**config.mk**
```make
export PLATFORM = sky130hd
export DESIGN_NAME = note_channel
export DESIGN_NICKNAME = d
export VERILOG_FILES = /design/src/hw/synth_pkg.sv /design/src/hw/note_seq_if.sv /design/src/hw/note_timer.sv /design/src/hw/note_fsm.sv /design/src/hw/env_volume.sv /design/src/hw/square_osc.sv /design/src/hw/note_channel.sv
export SDC_FILE = /design/constraint.sdc
export NUM_CORES = 1
export LEC_CHECK = 0
export ABC_AREA = 1
export BUFFER_PORTS_ARGS = -buffer_cell sky130_fd_sc_hd__buf_4
export CORE_MARGIN = 5
export CORE_UTILIZATION = 32
export CTS_CLUSTER_DIAMETER = 100
export DETAILED_ROUTE_END_ITERATION = 10
export SLEW_MARGIN = 10
export SYNTH_ARGS = -nofsm -noshare
export SYNTH_HDL_FRONTEND = slang
export SYNTH_SLANG_ARGS = --single-unit
```
**constraint.sdc**
```tcl
create_clock -name note_clk -period 4.4 [get_ports note_clk]
set_input_delay 0.22 -clock note_clk [delete_from_list [all_inputs] [get_ports note_clk]]
set_output_delay 0.22 -clock note_clk [all_outputs]
set_load 0.01 [all_outputs]
```
**src/hw/synth_pkg.sv**
```systemverilog
package synth_pkg;

	// widths
	localparam int POS_W = 9;	// note position, holds up to the 256 clock note
	localparam int TONE_W = 8;	// tone half-period
	localparam int RATE_W = 5;	// cycles per envelope step
	localparam int VOL_W = 3;	// envelope volume

	localparam int ENV_STEPS = 8;	// steps in a full ramp, 0 to 7 plus the saturating one
	localparam logic [VOL_W-1:0] ENV_MAX = 3'd7;

	// attack / decay code to cycles per step, 0 means no ramp
	localparam logic [RATE_W-1:0] RATE_TABLE [4] = '{
		5'd0,
		5'd2,
		5'd4,
		5'd8
	};

	// length code to note length in note clocks
	localparam logic [POS_W-1:0] LEN_TABLE [8] = '{
		9'd2,
		9'd4,
		9'd8,
		9'd16,
		9'd32,
		9'd64,
		9'd128,
		9'd256
	};

	// envelope phase
	typedef enum logic [1:0] {
		PH_IDLE,
		PH_ATTACK,
		PH_SUSTAIN,
		PH_DECAY
	} note_phase_e;

	// per-cycle command to the volume register
	typedef enum logic [2:0] {
		VC_HOLD,
		VC_CLEAR,	// start of note with a ramp
		VC_FILL,	// start of note, attack bypassed
		VC_UP,
		VC_DOWN
	} vol_cmd_e;

endpackage

```
**src/hw/note_seq_if.sv**
```systemverilog
`timescale 1ns/1ps

// phase and timing events between the envelope fsm and the note timer
interface note_seq_if;
	import synth_pkg::*;

	logic start;	// trigger pulse, passed through by the fsm
	note_phase_e phase;	// current envelope phase
	logic attack_bypass;	// level, attack code being latched has rate 0
	logic step_tick;	// divider wrap at the rate of the current window
	logic attack_end;	// pulse at position 8A
	logic decay_begin;	// pulse at position S
	logic note_end;	// pulse at position L

	modport timer (
		input start,
		input phase,
		output attack_bypass,
		output step_tick,
		output attack_end,
		output decay_begin,
		output note_end
	);

	modport fsm (
		output start,
		output phase,
		input attack_bypass,
		input step_tick,
		input attack_end,
		input decay_begin,
		input note_end
	);

endinterface

```
**src/hw/note_timer.sv**
```systemverilog
`timescale 1ns/1ps

module note_timer (
	input logic note_clk,
	input logic rst,
	input logic [1:0] attack,
	input logic [1:0] decay,
	input logic [2:0] length,
	note_seq_if.timer seq
);
	import synth_pkg::*;

	logic [RATE_W-1:0] a_in;	// decoded straight from the input codes
	logic [RATE_W-1:0] d_in;
	logic [POS_W-1:0] l_in;
	logic [POS_W-1:0] span_in;	// 8A
	logic [POS_W-1:0] dspan_in;	// 8D
	logic [POS_W-1:0] s_in;
	logic [RATE_W-1:0] a_rate;	// latched at start
	logic [RATE_W-1:0] d_rate;
	logic [POS_W-1:0] l_len;
	logic [POS_W-1:0] s_pos;
	logic dec_on;
	logic [RATE_W-1:0] a_cur;	// latched values, or the fresh ones on a start edge
	logic [RATE_W-1:0] d_cur;
	logic [POS_W-1:0] l_cur;
	logic [POS_W-1:0] s_cur;
	logic [POS_W-1:0] span_cur;
	logic [POS_W-1:0] dbeg_cur;
	logic dec_on_cur;
	logic [POS_W-1:0] pos;	// edges since the trigger
	logic [POS_W-1:0] pos_nxt;
	logic [RATE_W-1:0] div;	// step divider
	logic [RATE_W-1:0] div_nxt;
	logic [RATE_W-1:0] rate_nxt;
	logic run_nxt;	// note still playing after this edge
	logic reload;
	logic tick_q;
	logic atk_end_q;
	logic dec_beg_q;
	logic end_q;

	always_comb
	begin
		a_in = RATE_TABLE[attack];
		d_in = RATE_TABLE[decay];
		l_in = LEN_TABLE[length];
		span_in = POS_W'(a_in * ENV_STEPS);
		dspan_in = POS_W'(d_in * ENV_STEPS);
		// S = max(8A, L-8D) without going negative
		if (l_in > span_in + dspan_in)
			s_in = l_in - dspan_in;
		else
			s_in = span_in;
	end

	always_ff @(posedge note_clk)
	begin
		if (seq.start)
		begin
			a_rate <= a_in;
			d_rate <= d_in;
			l_len <= l_in;
			s_pos <= s_in;
			dec_on <= (d_in != '0) && (s_in < l_in);	// decay only if it fits before the end
		end
	end

	assign a_cur = seq.start ? a_in : a_rate;
	assign d_cur = seq.start ? d_in : d_rate;
	assign l_cur = seq.start ? l_in : l_len;
	assign s_cur = seq.start ? s_in : s_pos;
	assign dec_on_cur = seq.start ? ((d_in != '0) && (s_in < l_in)) : dec_on;
	assign span_cur = POS_W'(a_cur * ENV_STEPS);
	assign dbeg_cur = (s_cur == '0) ? POS_W'(1) : s_cur;	// S of 0 switches phase at p=1, ticks still count from 0

	assign run_nxt = seq.start || (seq.phase != PH_IDLE && !seq.note_end);
	assign pos_nxt = seq.start ? '0 : (seq.phase != PH_IDLE ? pos + 1'b1 : pos);
	assign reload = seq.start || pos_nxt == span_cur || (dec_on_cur && pos_nxt == s_cur);
	assign div_nxt = (reload || seq.step_tick) ? '0 : div + 1'b1;
	assign rate_nxt = (dec_on_cur && pos_nxt >= s_cur) ? d_cur : a_cur;	// decay window uses D

	// events are registered one edge ahead, so they sit high in the cycle before their position
	always_ff @(posedge note_clk or posedge rst)
	begin
		if (rst)
		begin
			pos <= '0;
			div <= '0;
			tick_q <= 1'b0;
			atk_end_q <= 1'b0;
			dec_beg_q <= 1'b0;
			end_q <= 1'b0;
		end
		else
		begin
			pos <= pos_nxt;
			div <= div_nxt;
			tick_q <= run_nxt && rate_nxt != '0 && div_nxt == rate_nxt - 1'b1;
			atk_end_q <= run_nxt && a_cur != '0 && pos_nxt == span_cur - 1'b1;
			dec_beg_q <= run_nxt && dec_on_cur && pos_nxt == dbeg_cur - 1'b1;
			end_q <= run_nxt && pos_nxt == l_cur - 1'b1;
		end
	end

	assign seq.attack_bypass = (a_in == '0);
	assign seq.step_tick = tick_q;
	assign seq.attack_end = atk_end_q;
	assign seq.decay_begin = dec_beg_q;
	assign seq.note_end = end_q;

	// a note is at least two clocks long, and a retrigger restarts the count
	a_end_single: assert property (@(posedge note_clk) disable iff (rst)
		seq.note_end |=> !seq.note_end);

endmodule

```
**src/hw/note_fsm.sv**
```systemverilog
`timescale 1ns/1ps

module note_fsm (
	input logic note_clk,
	input logic rst,
	input logic trigger,
	note_seq_if.fsm seq,
	output synth_pkg::vol_cmd_e vol_cmd,
	output logic note_active
);
	import synth_pkg::*;

	note_phase_e phase;
	note_phase_e phase_nxt;

	assign seq.start = trigger;	// timer latches the codes on the same edge
	assign seq.phase = phase;

	// high on the trigger edge so enable_out rises right after it, low on the last edge
	assign note_active = trigger || (phase != PH_IDLE && !seq.note_end);

	always_comb
	begin
		phase_nxt = phase;
		if (trigger)
			phase_nxt = seq.attack_bypass ? PH_SUSTAIN : PH_ATTACK;	// retrigger restarts too
		else
		begin
			case (phase)
				PH_ATTACK:
				begin
					if (seq.note_end)
						phase_nxt = PH_IDLE;	// attack cut off by a short note
					else if (seq.decay_begin)
						phase_nxt = PH_DECAY;	// S == 8A, no sustain
					else if (seq.attack_end)
						phase_nxt = PH_SUSTAIN;
				end
				PH_SUSTAIN:
				begin
					if (seq.note_end)
						phase_nxt = PH_IDLE;
					else if (seq.decay_begin)
						phase_nxt = PH_DECAY;
				end
				PH_DECAY:
				begin
					if (seq.note_end)
						phase_nxt = PH_IDLE;
				end
				default: phase_nxt = phase;	// idle waits for a trigger
			endcase
		end
	end

	// volume acts on the event edge, so the command comes from the current phase
	always_comb
	begin
		if (trigger)
			vol_cmd = seq.attack_bypass ? VC_FILL : VC_CLEAR;
		else if (seq.step_tick && phase == PH_ATTACK)
			vol_cmd = VC_UP;
		else if (seq.step_tick && phase == PH_DECAY)
			vol_cmd = VC_DOWN;	// also on the last position
		else
			vol_cmd = VC_HOLD;
	end

	always_ff @(posedge note_clk or posedge rst)
	begin
		if (rst)
			phase <= PH_IDLE;
		else
			phase <= phase_nxt;
	end

	// decay_begin from the timer only lands in attack or sustain, so idle never jumps to decay
	a_no_idle_decay: assert property (@(posedge note_clk) disable iff (rst)
		seq.decay_begin |-> phase == PH_ATTACK || phase == PH_SUSTAIN);

endmodule

```
**src/hw/env_volume.sv**
```systemverilog
`timescale 1ns/1ps

module env_volume (
	input logic note_clk,
	input logic rst,
	input synth_pkg::vol_cmd_e vol_cmd,
	input logic note_active,
	input logic tone_high,
	output logic [3:0] square_out,
	output logic enable_out
);
	import synth_pkg::*;

	logic [VOL_W-1:0] volume;
	logic ramp_top;	// attack ramp already took its saturating step

	always_ff @(posedge note_clk or posedge rst)
	begin
		if (rst)
		begin
			volume <= '0;
			enable_out <= 1'b0;
			ramp_top <= 1'b0;
		end
		else
		begin
			enable_out <= note_active;	// high for exactly L periods
			case (vol_cmd)
				VC_CLEAR: volume <= '0;
				VC_FILL: volume <= ENV_MAX;	// zero attack jumps straight to full
				VC_UP: if (volume != ENV_MAX) volume <= volume + 1'b1;
				VC_DOWN: if (volume != '0) volume <= volume - 1'b1;
				default: volume <= volume;
			endcase
			if (vol_cmd == VC_CLEAR || vol_cmd == VC_FILL)
				ramp_top <= 1'b0;
			else if (vol_cmd == VC_UP && volume == ENV_MAX)
				ramp_top <= 1'b1;
		end
	end

	// odd level table 1,3,..,15, silent when the tone is low or the channel is off
	assign square_out = (enable_out && tone_high) ? {volume, 1'b1} : 4'd0;

	// at most 8 attack steps fit, so the saturating step is the last up until a new note
	a_up_after_top: assert property (@(posedge note_clk) disable iff (rst)
		ramp_top |-> vol_cmd != VC_UP);

endmodule

```
**src/hw/square_osc.sv**
```systemverilog
`timescale 1ns/1ps

module square_osc (
	input logic note_clk,
	input logic rst,
	input logic trigger,
	input logic [synth_pkg::TONE_W-1:0] tone_period,
	output logic tone_high
);
	import synth_pkg::*;

	logic [TONE_W-1:0] half_cnt;	// edges since the last toggle

	always_ff @(posedge note_clk or posedge rst)
	begin
		if (rst)
		begin
			half_cnt <= '0;
			tone_high <= 1'b0;
		end
		else if (trigger)
		begin
			half_cnt <= '0;	// every note starts on a high half
			tone_high <= 1'b1;
		end
		else if (half_cnt >= tone_period)	// >= so a shorter new period takes effect at once
		begin
			half_cnt <= '0;
			tone_high <= ~tone_high;	// toggles every tone_period+1 edges
		end
		else
			half_cnt <= half_cnt + 1'b1;	// free-runs while idle as well
	end

endmodule

```
**src/hw/note_channel.sv**
```systemverilog
`timescale 1ns/1ps

// one square voice, envelope and length control on note_clk
module note_channel (
	input logic note_clk,
	input logic rst,
	input logic trigger,	// one-cycle note start
	input logic [1:0] attack,
	input logic [1:0] decay,
	input logic [2:0] length,
	input logic [synth_pkg::TONE_W-1:0] tone_period,
	output logic [3:0] square_out,
	output logic enable_out
);
	import synth_pkg::*;

	vol_cmd_e vol_cmd;
	logic note_active;
	logic tone_high;

	note_seq_if seq0 ();	// fsm <-> timer

	note_timer timer0 (
		.note_clk (note_clk),
		.rst (rst),
		.attack (attack),
		.decay (decay),
		.length (length),
		.seq (seq0.timer)
	);

	note_fsm fsm0 (
		.note_clk (note_clk),
		.rst (rst),
		.trigger (trigger),
		.seq (seq0.fsm),
		.vol_cmd (vol_cmd),
		.note_active (note_active)
	);

	env_volume vol0 (
		.note_clk (note_clk),
		.rst (rst),
		.vol_cmd (vol_cmd),
		.note_active (note_active),
		.tone_high (tone_high),
		.square_out (square_out),
		.enable_out (enable_out)
	);

	square_osc osc0 (
		.note_clk (note_clk),
		.rst (rst),
		.trigger (trigger),
		.tone_period (tone_period),
		.tone_high (tone_high)
	);

endmodule

```
==> impl_metrics.toml <==
[timing]
worst_slew_pin_slew_ns = 0.786
finalCritPeriodShare_pct = 88.3
skew_ns = 0.00857
period_minus_slack_ns = 3.89
rsz0062_at_grt = "false"
setup_violations = 0
tns_ns = 0
hold_ws_ns = 0.308
hold_violations = 0
maxSlewViolCount = 0
slew_headroom_pct = 47.1
max_freq_mhz = 257

[setup_path]
r2r-end = "timer0.seq.step_tick$_DFF_PP0_"
required_ns = 4.68
arrival_ns = 4.16
worstSetupPathType = "in2reg"
cpMaxStageDelayCell = "ha_1"
timing.rr.start = "fsm0.seq.phase[1]$_DFFE_PP0P_"
cp_max_fo = 10
rrSetupSlack_ns = 1.07
rr_worst_depth = 23
crit_start = "attack[0]"
critPathCaptureType = "flop"
slowest_delay_ns = 0.29
cp_common_cell = "nand2_1"
start_kind = "input port"

[drt]
ant_nets = 0
postRouteWirelength_mm = 11.8
drtIter0Drc = 321
first_pass_iters = 4
drcViolationCount = 0
via_count = 4200
viasPerCell = 4.63
routedWlPerCell_um = 13.0

[placement]
gp_congestion = 0.831
dp_hpwl_mm = 9.17
dp_cells = 890
port_buffers = 22

[yosys]
synth_cell_types = 49
ys_warn_count = 0
syn_area_um2 = 4750
yosysTopAreaCell = "dfrtp_1"
synth_edf_count = 0
synth.yosys.seq_area_share_pct = 29.6
synth_ff_type = "dfrtp_1"
synth_common_cells = "nand2_1, inv_1, nor2_1"
synth-seq-cells = 62
avgSynthCellArea_um2 = 7.08
synthTopCellsByArea = "dfrtp_1, nand2_1, dfxtp_1, ha_1, inv_1"
synth_top_area_share_pct = 17.4
synthArstFlopShare_pct = 53.2
synth_most_common_cell = "nand2_1"
syn_nets = 728
synthesis.instances = 671

[worst_hold_path]
whs_endpoint = "timer0.l_len[1]$_DFF_P_"
hp-start = "length[0]"
holdPathStages = 4
min_path_type = "in2reg"

[clocking]
cts_root_buf = "clkbuf_16"
clk_pin_slew_ns = 0.06
clk_path_buf_depth = 2
htree_num_levels = 3
insertion_delay_ns = 0.34
cts_buffers = 9
cts_tree = "built"
post_cts_buffers = 0
cts_sinks = 62

[global_routing]
grt_pass1_wl_mm = 20.0
grt_usage_pct = 14.1
grt_pass1_vias = 3984
antenna_found_initial = 0
grt_max_degree = 34
grt_overflow_total = 0

[layout]
layout-drive-gt1-share_pct = 16.9
area_delta_synth_final_pct = 17.6
fin_nets = 775
final_cells = 907
fin_util_pct = 38.4
insertedDiodeCount = 0

[die]
die_w_um = 132
die_y_um = 132
initial_core_util_pct = 32.7
fp.dieArea_um2 = 17400
io_pins = 23
core_region_area_um2 = 14500
rows = 44

[run_status]
status = "finished, final reports clean"

[power_and_ir_drop]
powerDensity_nw_per_um2 = 443
p_leak_nw = 2.93
max-vdd-ir-drop_mv = 0.214

[job]
cap_violations = 0
[layer usage]
layer	wire (um)	vias up	global-route usage, %
li1	-	2239	-
met1	5700	1863	19.2
met2	5350	88	22.5
met3	561	10	2.82
met4	154	0	4.40
met5	0	-	0
[report_power, final]
group / internal [mW] / switching [mW] / total (mW)
Sequential: 0.640 / 0.0533 / 0.694
Clock: 0.496 / 0.274 / 0.770
Combinational: 0.368 / 0.643 / 1.01
Total: 1.50 / 0.970 / 2.47
[sequential cells by signal (all words and copies together) (netlist names)]
signal                  cells
osc0.tone_high              1
timer0.pos                  9
timer0.seq.attack_end       1
timer0.seq.note_end         1
timer0.seq.step_tick        1
timer0.a_rate               5
osc0.half_cnt               8
vol0.enable_out             1
timer0.dec_on               1
vol0.volume                 3
fsm0.seq.phase              2
timer0.l_len                9
timer0.s_pos                9
timer0.div                  5
timer0.seq.decay_begin      1
timer0.d_rate               5
[worst max-delay path by stage]
stage / slack [ns] / cells after the start / endpoint
2_1_floorplan: 0.34 / 37 / timer0.seq.step_tick$_DFF_PP0_
3_3_place_gp: 0.13 / 37 / timer0.seq.step_tick$_DFF_PP0_
3_5_place_dp: 0.05 / 37 / timer0.seq.step_tick$_DFF_PP0_
4_1_cts: 0.37 / 37 / timer0.seq.step_tick$_DFF_PP0_
5_1_grt: 0.02 / 39 / timer0.seq.step_tick$_DFF_PP0_
6_report: 0.51 / 37 / timer0.seq.step_tick$_DFF_PP0_
[critical path, delay by kind of cell]
family	cells	cell delay, ns
AOI/OAI and AO/OA	4	0.46
xor gates and xnor gates	1	0.16
adders and majority gates	4	1.01
buffers and inverters	5	0.37
and+or+nand+nor	23	1.93
[final cells by class]
class	instances	area, um2
inverters	117	442
repair buffers	43	325
well taps	184	230
fillers	1487	8950
clock buffers	10	229
flip-flops and latches	62	1410
multi-input cells	485	2870
clock inverters	6	86.3
[through the flow]
step / setup WS [ns] / total power, mW / cell area [um2]
after floorplan: 0.343 / 1.43 / 4750
after global placement: 0.128 / 1.70 / 5250
after detailed placement: 0.0540 / 1.70 / 5250
after CTS: 0.369 / 2.48 / 5580
after global routing: 0.0186 / 2.66 / 5580
final: 0.514 / 2.47 / 5580
[layout by cell type (no fill, tap or decap), types with 5 or more instances in the layout]
master	n
xnor2_1	8
buf_4	42
nor2_2	7
dfrtp_1	33
nand2_4	5
nor2_4	6
o21ai_2	6
nand2_2	12
a21oi_1	14
nand4_1	14
nand2_1	165
clkbuf_16	9
dfxtp_1	29
o21ai_0	29
inv_2	10
nor2_1	58
nand3_1	44
or2_2	6
o21ai_1	6
ha_1	38
inv_1	106
xor2_1	23
[timing repair]
item / in CTS / in global routing
setup endpoints to repair: 0 / 1
gates resized for setup: 0 / 3
hold endpoints to repair: 6 / 0
hold buffers: 1 / 0
[cells by family (layout without fill, tap and decap cells)]
group	Yosys count	count (layout)	synth area share, %
simple gates	336	336	33.6
buf+inv	124	176	10.2
compound gates	79	79	10.4
flops	62	62	29.6
fa+ha+maj	39	39	10.4
xor+xnor	31	31	5.72
(Power assumes the default switching activity.)
